<file path="src/hw/rd_engine_macros.svh">
`ifndef RD_ENGINE_MACROS_SVH
`define RD_ENGINE_MACROS_SVH

// APB register window
`define RD_APB_ADDR_W 8
`define RD_APB_DATA_W 32

// Avalon read channel
// Addresses count lines and not bytes
`define RD_MEM_ADDR_W 32
`define RD_MEM_DATA_W 64
`define RD_BURST_W    8

// Lines in flight and the statistic bank
`define RD_LINE_CNT_W 10
`define RD_STAT_W     32
`define RD_NUM_STATS  4

`endif

</file>
<file path="src/hw/engine_csr_pkg.sv">
`include "rd_engine_macros.svh"

package engine_csr_pkg;

    // Read control fields, most significant byte first
    typedef struct packed {
        logic [7:0] max_active;
        logic [7:0] num_bursts;
        logic [7:0] start_offset;
        logic [7:0] burst_len;
    } rd_ctrl_fields_t;

    // Same word seen raw by the bus and as fields by the generator
    typedef union packed {
        logic [`RD_APB_DATA_W-1:0] raw;
        rd_ctrl_fields_t fields;
    } rd_ctrl_u;

    // Word index is the byte address over 4
    typedef enum logic [`RD_APB_ADDR_W-3:0] {
        RD_BASE = 0, RD_CTRL = 1, ADDR_MASK = 2, ENGINE_CMD = 3, ENGINE_STATUS = 4,
        STAT0 = 5, STAT1 = 6, STAT2 = 7, STAT3 = 8, DATA_SUM = 9
    } csr_index_t;

    // Position in the counter bank
    typedef enum logic [1:0] {
        BURSTS_REQ = 0, LINES_REQ = 1, LINES_RESP = 2, ACTIVE_SUM = 3
    } stat_sel_t;

endpackage

</file>
<file path="src/hw/mem_bus_pkg.sv">
`include "rd_engine_macros.svh"

package mem_bus_pkg;

    // Line address
    typedef logic [`RD_MEM_ADDR_W-1:0] mem_addr_t;

    // Lines per burst
    typedef logic [`RD_BURST_W-1:0] burst_cnt_t;

    // One returned line
    typedef logic [`RD_MEM_DATA_W-1:0] mem_data_t;

    // Lines requested and not yet returned
    typedef logic [`RD_LINE_CNT_W-1:0] line_cnt_t;

endpackage

</file>
<file path="src/hw/stat_counter.sv">
`timescale 1ns/1ps
`include "rd_engine_macros.svh"

module stat_counter
#(
    parameter int INCR_W = `RD_LINE_CNT_W,
    parameter int VALUE_W = `RD_STAT_W
)
(
    input  logic clk,
    input  logic state_reset,
    input  logic restart,
    input  logic [INCR_W-1:0] incr_by,
    output logic [VALUE_W-1:0] value
);

    // Increment arrives already registered
    // Value therefore lags its event by two clocks
    always_ff @(posedge clk)
    begin
        if (state_reset || restart)
        begin
            value <= '0;
        end
        else
        begin
            value <= value + VALUE_W'(incr_by);
        end
    end

endmodule

</file>
<file path="src/hw/engine_csr_apb.sv">
`timescale 1ns/1ps
`include "rd_engine_macros.svh"

module engine_csr_apb
(
    input  logic clk,
    input  logic state_reset,
    // APB completer
    input  logic psel,
    input  logic penable,
    input  logic pwrite,
    input  logic [`RD_APB_ADDR_W-1:0] paddr,
    input  logic [`RD_APB_DATA_W-1:0] pwdata,
    output logic [`RD_APB_DATA_W-1:0] prdata,
    output logic pready,
    output logic pslverr,
    // Engine state for readout
    input  logic active,
    input  logic done,
    input  logic [`RD_NUM_STATS-1:0][`RD_STAT_W-1:0] stat_values,
    input  logic [31:0] data_sum,
    // Configuration and command
    output mem_bus_pkg::mem_addr_t rd_base,
    output engine_csr_pkg::rd_ctrl_u rd_ctrl,
    output mem_bus_pkg::mem_addr_t addr_mask,
    output logic run,
    output logic restart
);

    logic access;
    logic wr_en;
    logic idx_bad;
    logic wr_ro;
    logic [`RD_APB_ADDR_W-3:0] csr_idx;
    logic [1:0] stat_pos;

    // ========================================
    // Decode
    // ========================================

    // No wait states, so every access phase completes
    assign access = psel && penable;
    assign pready = access;
    assign csr_idx = paddr[`RD_APB_ADDR_W-1:2];

    // Past the end of the map
    assign idx_bad = csr_idx > engine_csr_pkg::DATA_SUM;
    // Status, counters and checksum are read only
    assign wr_ro = pwrite && (csr_idx >= engine_csr_pkg::ENGINE_STATUS);
    assign pslverr = access && (idx_bad || wr_ro);
    assign wr_en = access && pwrite && !pslverr;

    // ========================================
    // Configuration and command registers
    // ========================================

    always_ff @(posedge clk)
    begin
        if (state_reset)
        begin
            rd_base <= '0;
            rd_ctrl <= '0;
            addr_mask <= '0;
            run <= 1'b0;
            restart <= 1'b0;
        end
        else
        begin
            // Restart lasts exactly one cycle after the write
            restart <= 1'b0;
            if (wr_en)
            begin
                case (csr_idx)
                    engine_csr_pkg::RD_BASE: rd_base <= pwdata;
                    engine_csr_pkg::RD_CTRL: rd_ctrl.raw <= pwdata;
                    engine_csr_pkg::ADDR_MASK: addr_mask <= pwdata;
                    engine_csr_pkg::ENGINE_CMD:
                    begin
                        run <= pwdata[0];
                        restart <= pwdata[1];
                    end
                    default: ;
                endcase
            end
        end
    end

    // ========================================
    // Read data
    // ========================================

    // Bank slot for STAT0 up to STAT3
    assign stat_pos = 2'(csr_idx - engine_csr_pkg::STAT0);

    always_comb
    begin
        prdata = '0;
        case (csr_idx)
            engine_csr_pkg::RD_BASE: prdata = rd_base;
            engine_csr_pkg::RD_CTRL: prdata = rd_ctrl.raw;
            engine_csr_pkg::ADDR_MASK: prdata = addr_mask;
            // Restart bit is never stored, so it reads as 0
            engine_csr_pkg::ENGINE_CMD: prdata = `RD_APB_DATA_W'(run);
            engine_csr_pkg::ENGINE_STATUS: prdata = `RD_APB_DATA_W'({done, active});
            engine_csr_pkg::STAT0,
            engine_csr_pkg::STAT1,
            engine_csr_pkg::STAT2,
            engine_csr_pkg::STAT3: prdata = stat_values[stat_pos];
            engine_csr_pkg::DATA_SUM: prdata = data_sum;
            default: prdata = '0;
        endcase
    end

endmodule

</file>
<file path="src/hw/rd_req_generator.sv">
`timescale 1ns/1ps
`include "rd_engine_macros.svh"

module rd_req_generator
(
    input  logic clk,
    input  logic state_reset,
    // Control from the register block
    input  logic run,
    input  logic restart,
    input  mem_bus_pkg::mem_addr_t rd_base,
    input  engine_csr_pkg::rd_ctrl_u rd_ctrl,
    input  mem_bus_pkg::mem_addr_t addr_mask,
    // Avalon read channel
    output logic rd_read,
    output mem_bus_pkg::mem_addr_t rd_address,
    output mem_bus_pkg::burst_cnt_t rd_burstcount,
    input  logic rd_waitrequest,
    input  logic rd_readdatavalid,
    input  mem_bus_pkg::mem_data_t rd_readdata,
    // Status and statistics
    output logic active,
    output logic done,
    output mem_bus_pkg::line_cnt_t [`RD_NUM_STATS-1:0] stat_incr,
    output logic [31:0] data_sum
);

    engine_csr_pkg::rd_ctrl_fields_t ctrl;
    mem_bus_pkg::mem_addr_t cur_offset;
    logic [7:0] bursts_left;
    logic unlimited;
    mem_bus_pkg::line_cnt_t lines_active;
    mem_bus_pkg::line_cnt_t new_req_lines;
    logic [`RD_LINE_CNT_W:0] lines_if_issued;
    logic quota_ok;
    logic accept;

    assign ctrl = rd_ctrl.fields;

    // ========================================
    // Request issue
    // ========================================

    // Lines in flight if this burst were taken now
    // One extra bit so the sum cannot wrap
    assign lines_if_issued = {1'b0, lines_active} + (`RD_LINE_CNT_W+1)'(ctrl.burst_len);
    // Checked every cycle, so the limit is never overshot
    assign quota_ok = (ctrl.max_active == 8'd0) || (lines_if_issued <= ctrl.max_active);

    assign rd_read = run && !done && quota_ok;
    assign rd_address = rd_base + cur_offset;
    assign rd_burstcount = ctrl.burst_len;
    assign accept = rd_read && !rd_waitrequest;
    assign new_req_lines = accept ? mem_bus_pkg::line_cnt_t'(ctrl.burst_len) : '0;

    // Offset and burst budget only move on acceptance
    always_ff @(posedge clk)
    begin
        if (state_reset)
        begin
            cur_offset <= '0;
            bursts_left <= '0;
            unlimited <= 1'b1;
            done <= 1'b0;
        end
        else if (restart)
        begin
            cur_offset <= mem_bus_pkg::mem_addr_t'(ctrl.start_offset);
            bursts_left <= ctrl.num_bursts;
            // Zero bursts means run until run is cleared
            unlimited <= (ctrl.num_bursts == 8'd0);
            done <= 1'b0;
        end
        else if (accept)
        begin
            // Wrap inside the masked window
            cur_offset <= (cur_offset + mem_bus_pkg::mem_addr_t'(ctrl.burst_len)) & addr_mask;
            bursts_left <= bursts_left - 8'd1;
            done <= !unlimited && (bursts_left == 8'd1);
        end
    end

    // ========================================
    // Lines in flight
    // ========================================

    // Up by a burst on acceptance and down by one per returned beat
    always_ff @(posedge clk)
    begin
        if (state_reset || restart)
        begin
            lines_active <= '0;
        end
        else
        begin
            lines_active <= lines_active + new_req_lines
                            - mem_bus_pkg::line_cnt_t'(rd_readdatavalid);
        end
    end

    // Still busy while responses are outstanding
    assign active = (run && !done) || (lines_active != '0);

    // ========================================
    // Statistic events and checksum
    // ========================================

    always_ff @(posedge clk)
    begin
        if (state_reset || restart)
        begin
            // Nothing from before a restart leaks into the bank
            stat_incr <= '0;
            data_sum <= '0;
        end
        else
        begin
            stat_incr[engine_csr_pkg::BURSTS_REQ] <= mem_bus_pkg::line_cnt_t'(accept);
            stat_incr[engine_csr_pkg::LINES_REQ] <= new_req_lines;
            stat_incr[engine_csr_pkg::LINES_RESP] <=
                mem_bus_pkg::line_cnt_t'(rd_readdatavalid);
            // Summed every cycle for Little's Law latency
            stat_incr[engine_csr_pkg::ACTIVE_SUM] <= lines_active;
            // Low word of each beat, modulo 2^32
            if (rd_readdatavalid)
            begin
                data_sum <= data_sum + rd_readdata[31:0];
            end
        end
    end

endmodule

</file>
<file path="src/hw/rd_engine_top.sv">
`timescale 1ns/1ps
`include "rd_engine_macros.svh"

module rd_engine_top
(
    input  logic clk,
    input  logic state_reset,
    // APB
    input  logic psel,
    input  logic penable,
    input  logic pwrite,
    input  logic [`RD_APB_ADDR_W-1:0] paddr,
    input  logic [`RD_APB_DATA_W-1:0] pwdata,
    output logic [`RD_APB_DATA_W-1:0] prdata,
    output logic pready,
    output logic pslverr,
    // Avalon read channel
    output logic rd_read,
    output mem_bus_pkg::mem_addr_t rd_address,
    output mem_bus_pkg::burst_cnt_t rd_burstcount,
    input  logic rd_waitrequest,
    input  logic rd_readdatavalid,
    input  mem_bus_pkg::mem_data_t rd_readdata
);

    mem_bus_pkg::mem_addr_t rd_base;
    engine_csr_pkg::rd_ctrl_u rd_ctrl;
    mem_bus_pkg::mem_addr_t addr_mask;
    logic run;
    logic restart;
    logic active;
    logic done;
    mem_bus_pkg::line_cnt_t [`RD_NUM_STATS-1:0] stat_incr;
    logic [`RD_NUM_STATS-1:0][`RD_STAT_W-1:0] stat_values;
    logic [31:0] data_sum;

    engine_csr_apb csr0
    (
        .clk(clk),
        .state_reset(state_reset),
        .psel(psel),
        .penable(penable),
        .pwrite(pwrite),
        .paddr(paddr),
        .pwdata(pwdata),
        .prdata(prdata),
        .pready(pready),
        .pslverr(pslverr),
        .active(active),
        .done(done),
        .stat_values(stat_values),
        .data_sum(data_sum),
        .rd_base(rd_base),
        .rd_ctrl(rd_ctrl),
        .addr_mask(addr_mask),
        .run(run),
        .restart(restart)
    );

    rd_req_generator gen0
    (
        .clk(clk),
        .state_reset(state_reset),
        .run(run),
        .restart(restart),
        .rd_base(rd_base),
        .rd_ctrl(rd_ctrl),
        .addr_mask(addr_mask),
        .rd_read(rd_read),
        .rd_address(rd_address),
        .rd_burstcount(rd_burstcount),
        .rd_waitrequest(rd_waitrequest),
        .rd_readdatavalid(rd_readdatavalid),
        .rd_readdata(rd_readdata),
        .active(active),
        .done(done),
        .stat_incr(stat_incr),
        .data_sum(data_sum)
    );

    // ========================================
    // Counter bank, one slot per event
    // ========================================

    for (genvar i = 0; i < `RD_NUM_STATS; i++)
    begin : g_stat
        localparam engine_csr_pkg::stat_sel_t SEL = engine_csr_pkg::stat_sel_t'(i);

        stat_counter
        #(
            .INCR_W(`RD_LINE_CNT_W),
            .VALUE_W(`RD_STAT_W)
        )
        cnt0
        (
            .clk(clk),
            .state_reset(state_reset),
            .restart(restart),
            .incr_by(stat_incr[SEL]),
            .value(stat_values[SEL])
        );
    end

endmodule

</file>
<file path="config.mk">
export PLATFORM = sky130hd
export DESIGN_NAME = rd_engine_top
export DESIGN_NICKNAME = d
export VERILOG_FILES = /design/src/hw/engine_csr_pkg.sv /design/src/hw/mem_bus_pkg.sv /design/src/hw/stat_counter.sv /design/src/hw/engine_csr_apb.sv /design/src/hw/rd_req_generator.sv /design/src/hw/rd_engine_top.sv
export VERILOG_INCLUDE_DIRS = /design/src /design/src/hw
export SDC_FILE = /design/constraint.sdc
export NUM_CORES = 1
export LEC_CHECK = 0
export BUFFER_PORTS_ARGS = -buffer_cell sky130_fd_sc_hd__buf_4
export CAP_MARGIN = 5
export CORE_MARGIN = 5
export CORE_UTILIZATION = 61
export CTS_BUF_LIST = sky130_fd_sc_hd__clkbuf_16
export CTS_CLUSTER_SIZE = 14
export DETAILED_ROUTE_END_ITERATION = 10
export GPL_TIMING_DRIVEN = 0
export PLACE_DENSITY = 0.81
export SYNTH_ARGS = -nofsm -noshare
export SYNTH_HDL_FRONTEND = slang
export SYNTH_HIERARCHICAL = 1
export SYNTH_SLANG_ARGS = --single-unit
</file>
<file path="constraint.sdc">
create_clock -name clk -period 12.51 [get_ports clk]
set_input_delay 2.502 -clock clk [delete_from_list [all_inputs] [get_ports clk]]
set_output_delay 2.502 -clock clk [all_outputs]
set_load 0.02 [all_outputs]
</file>
## Yosys cells after proc, flatten, opt, wreduce, memory -nomap -nowiden

Index checks and enable logic that the tools add are counted.

| storage, ports and cells | value |
|---|---|
| word-level logic and storage cells | 88 |
| output and inout port bits | 75 |
| register bits | 350 |
| input port bits | 111 |

| cells by class | value |
|---|---|
| bitwise gates (word level) | 3 |
| equal/unequal tests | 10 |
| mux-type cells | 8 |
| magnitude comparators | 4 |
| reductions and logical operators | 29 |
| add/sub/neg operators | 12 |

Operators by type and width:

| cell | count |
|---|---|
| case mux 32 bit (7 select lines) | 1 |
| adder 32 x 10 -> 32 bit | 4 |
| adder 32 bit | 2 |
| binary-select mux 32 bit (select 2 bit) | 1 |
| two-way mux 8 bit | 5 |
| adder 32 x 8 -> 32 bit | 1 |
| bitwise AND 32 bit | 1 |
| two-way mux 32 bit | 1 |
| equality test 6 x 3 -> 1 bit (second input constant) | 4 |
| zero test 8 bit | 2 |
| equality test 6 x 2 -> 1 bit (second input constant) | 2 |
| equality test 6 x 4 -> 1 bit (second input constant) | 2 |
| adder 10 x 8 -> 11 bit | 1 |
| less-or-equal comparator 11 x 8 -> 1 bit | 1 |
| adder 10 bit | 1 |
| nonzero test 10 bit | 1 |
| subtractor 10 x 1 -> 10 bit | 1 |
| logical AND 1 bit | 9 |
| equality test 8 x 1 -> 1 bit (second input constant) | 1 |
| AND reduction 2 bit | 4 |
| subtractor 8 x 1 -> 8 bit (second input constant) | 1 |
| equality test 6 x 1 -> 1 bit (second input constant) | 1 |
| greater-or-equal comparator 6 x 3 -> 1 bit (second input constant) | 1 |
| > comparator 6 x 4 -> 1 bit (second input constant) | 1 |
| other kinds (10) | 17 |

## Logic depth before layout (Yosys ltp)

| depth | value |
|---|---|
| depth in word-level cells | 8 |
| gate-level depth with buffers | 30 |
| depth with buffers taken out | 28 |

## Cells and area by module

The synthesis kept the hierarchy.

By module, submodules not included:

| module | area an instance (um^2) | seq. area each (um^2) | instances | cells an instance |
|---|---|---|---|---|
| rd_req_generator | 9216.3 | 2082.0 | 1 | 1195 |
| stat_counter | 1866.8 | 640.6 | 4 | 215 |
| engine_csr_apb | 5280.1 | 1961.9 | 1 | 616 |

## Worst setup path before layout

OpenSTA, ideal clock, no wires.

| timing | value |
|---|---|
| kind | input to output |
| from | input paddr[2] |
| to | output prdata[11] |
| stages | 9 |
| required time | 10.008 ns |
| arrival | 4.560 ns |
| setup slack | 5.448 ns |
| path buffers | 4 |
| cells stage by stage | buf_2 -> buf_2 -> inv_1 -> ha_1 -> clkbuf_1 -> or3_1 -> a32o_2 -> buf_6 -> a221o_1 |

| on the way | value |
|---|---|
| longest elaborated chain between the ends | 4 |
| elaborated cells between the ends (all ways) | 15 |
| classes of those cells | add/sub: 1; eq/ne: 9; mux: 3; reduce/logical: 2 |

Ends and longest elaborated chain:

| what | RTL line | source |
|---|---|---|
| start: declaration | rd_engine_top.sv:12 | `` input logic [`RD_APB_ADDR_W-1:0] paddr, `` |
| subtractor 2 x 1 -> 2 bit | engine_csr_apb.sv:93 | `assign stat_pos = 2'(csr_idx - engine_csr_pkg::STAT0);` |
| binary-select mux 32 bit (select 2 bit) | engine_csr_apb.sv:108 | `engine_csr_pkg::STAT3: prdata = stat_values[stat_pos];` |
| two-way mux 32 bit (not written as such) | engine_csr_apb.sv:108 |  |
| case mux 32 bit (7 select lines) * | engine_csr_apb.sv:98 | `case (csr_idx)` |
| end: declaration | rd_engine_top.sv:14 | `` output logic [`RD_APB_DATA_W-1:0] prdata, `` |

Mark *: on every way between the ends. The rest lies on a longest branch, timed or not. The select of a mux whose other input is x is not followed.

## Worst setup path after layout

Same ends and word-level chain as after synthesis.

==> reports/qor.csv <==
stage;metric;value;unit
critical_path;crit path max-delay cell type;a222oi_1;
finish;FILL cells;2902;
clocking;clk_lat worst skew;0.57;ns
clocking;H-tree Lvls;2;
synthesis;syn avg cell area;8.223;um^2
drt;Residual DRC;0;
critical_path;Worst Setup Path Type;in -> out;
synthesis;Yosys reg bits;330;
finish;# diodes;0;
sta;Slew @ Worst Pin;1.190;ns
sta;final hold violation count;0;
drt;vias per cell;6.786;
synthesis;Mapped Cells;2671;
die;Die Area;39900;um^2
pwr;total power;3.200;mW
clocking;clk slew on worst S/H paths;0.06;ns
placed_design;post-detail-place hpwl;62090;um
critical_path;data arrival time of the worst path;5.69;ns
clocking;Max clock buf depth;3;
finish;Layout area overhead;13.89;%
pwr;Pwr Density;127.9;nW/um^2
synthesis;sequential share of the synthesized area;0.3008;
finish;Final #Nets;3153;
critical_path;CP Cell Sequence;buf_4 -> buf_2 -> buf_2 -> inv_1 -> ha_1 -> clkbuf_1 -> clkbuf_1 -> a222oi_1 -> nor2_1 -> a221o_1 -> buf_4;
sta;RSZ-0062 raised after global routing;no;
die;die height;199.8;um
critical_path;Critical Path End Type;primary output;
clocking;Resized cells post-CTS;0;
global_routing;largest net degree at the start of global routing;45;
drt;Initial DRC Count;3072;
clocking;post-CTS setup buffers;0;
clocking;number of clock sinks;330;
sta;Rel. slew slack;0.2030;
sta;Pins Over Slew Limit;0;
sta;Setup Skew;0.02015;ns
min_path;Hold WC Path Type;reg -> reg;
drt;mean routed wirelength per cell;23.97;um
die;IO Pins;186;
status;run status;finished, final reports clean;
sta;# setup viols final;0;
placed_design;routability-driven placement congestion ratio;1.077;
critical_path;Worst Path Buf+Inv;7;
synthesis;synthesized cell area;21960;um^2
global_routing;all-layer global routing usage;0.3898;
placed_design;number of port buffers;150;
synthesis;post-synth cell types;85;
critical_path;slowest stage delay, CP;0.70;ns
pwr;Peak VDD IR;0.1476;mV
synthesis;Synth warnings;6;
critical_path;Startpoint Class;primary input;
critical_path;CP max FO;10;
sta;Fmax;122.0;MHz
global_routing;GR Overflow Total;0;
sta;Tcrit/Tclk final;0.6551;
run;max_cap viols;0;
clocking;Post-CTS Hold Fix Bufs;0;
drt;post-route antenna net violation count;0;
clocking;CTS Root Cell;clkbuf_16;
sta;Final min period;8.195;ns
drt;via count;22890;
die;Core Rows;69;
die;Initial Utilization;0.6175;
sta;Setup TNS;0;ns
global_routing;initial antenna violation count;2;
synthesis;ys async rst share;0;
die;core area;35570;um^2
pwr;Leak Pwr;10.19;nW
clocking;CTS tree;built;
clocking;CTS Buf Count;39;
finish;layout cells sized above 1;0.1253;
global_routing;number of global-route vias before repair;21160;
drt;drt pass-1 iters;8;
critical_path;CP Data Required Time;10.01;ns
global_routing;first-pass GRT wire length;121600;um
synthesis;ys flop type;dfxtp_1;
die;DIE WIDTH;199.8;um
synthesis;Post-synth EDFFs;0;
finish;commonest cells after routing, fill and taps aside;354 x nand2_1, 329 x dfxtp_1, 249 x a21oi_1, 192 x nor2_1, 178 x buf_4;
critical_path;Top Family by Delay on Critical Path;buffers and inverters;
drt;final WL;80860;um
finish;commonest non-fill, non-tap cell in the layout;nand2_1;
[metrics by stage]
step / cells / setup WS (ns) / instance area (um^2) / hold WS (ns) / utilization
4_1_cts: 3373 / 4.440 / 25020 / 0.4703 / 0.7033
3_5_place_dp: 3301 / 4.444 / 23750 / 0.4615 / 0.6676
6_report: 3373 / 4.315 / 25020 / 0.4688 / 0.7033
5_1_grt: 3373 / 4.297 / 25020 / 0.4891 / 0.7033
2_1_floorplan: 2690 / 5.448 / 22030 / 0.4385 / -
3_3_place_gp: 3301 / 4.452 / 23740 / 0.4576 / 0.6674
[cell type report]
cell class                      instances  area [um^2]  share of cell area
Inverter                              127        476.7             0.01906
Tap cell                              461        576.8             0.02306
Sequential cell                       330         6608              0.2641
Timing Repair Buffer                  150         1126             0.04502
Clock buffer                           40         1001             0.04001
Clock inverter                         32        269.0             0.01075
Buffer                                154        893.4             0.03571
Multi-Input combinational cell       2079        14060              0.5622
[tightest hold or removal path, delay by kind of cell, from the launching register on]
kind	cells	cell delay, ns
simple gates	1	0.06
compound gates	1	0.05
flops	1	0.32
[where the power goes]
part	total, mW	switching [mW]	internal, mW
clock network	1.15	0.485	0.666
registers	1.21	0.0895	1.12
logic	0.836	0.498	0.338
[cells in the mapped netlist (all sizes together), types with 35 or more instances]
library cell	count	area [um^2]
xnor2	46	402.9
nand4	69	481.7
xor2	38	332.8
nand2	354	1329
nor4	35	259.0
inv	126	473.0
or3	56	350.3
mux2i	50	500.5
o31ai	41	307.8
nand3	80	400.4
dfxtp	330	6606
a21oi	249	1246
a21o	40	300.3
o21ai	88	447.9
nor2	196	745.7
nor3	54	275.3
buf	67	486.7
ha	152	1902
clkbuf	87	406.6
[per-layer routing]
layer  wire (um)  global-route usage  vias up  share of wire
li1            -                   -    10295              -
met1       32480              0.5536    10874           0.40
met2       34320              0.5832     1510           0.42
met3       10710             0.09701      209           0.13
met4        3331              0.1318        2          0.041
met5          13                   0        -        0.00016
[final timing paths]
check             depth (start not counted)              endpoint  slack [ns]              from
setup / recovery                         11            prdata[11]        4.31          paddr[2]
hold / removal                            2      csr0/rd_ctrl[11]        0.47  csr0/rd_ctrl[11]
setup reg to reg                         29  gen0/lines_active[8]        5.81   csr0/rd_ctrl[1]
hold reg to reg                           2      csr0/rd_ctrl[11]        0.47  csr0/rd_ctrl[11]
[registers in the layout (all words and copies together), names as in the netlist]
| register | cells |
|---|---|
| csr0/addr_mask | 32 |
| gen0/cur_offset | 32 |
| gen0/lines_active | 10 |
| gen0/unlimited | 1 |
| csr0/restart | 1 |
| csr0/rd_ctrl | 32 |
| csr0/rd_base | 32 |
| gen0/done | 1 |
| gen0/bursts_left | 8 |
| gen0/stat_incr | 20 |
| g_stat.cnt0/value | 128 |
| csr0/run | 1 |
| gen0/data_sum | 32 |
[cells by family after synthesis]
group,after synthesis,synth area share
flip-flops,330,0.3008
multiplexers,82,0.05560
AND/OR/NAND/NOR,1028,0.2349
adder cells (fa/ha/maj),161,0.09479
other,1,0.0001707
AO/OA/AOI/OAI,704,0.2179
XOR/XNOR,84,0.03350
buffers and inverters,281,0.06238
Note: power is estimated with default switching activity, not from simulation.
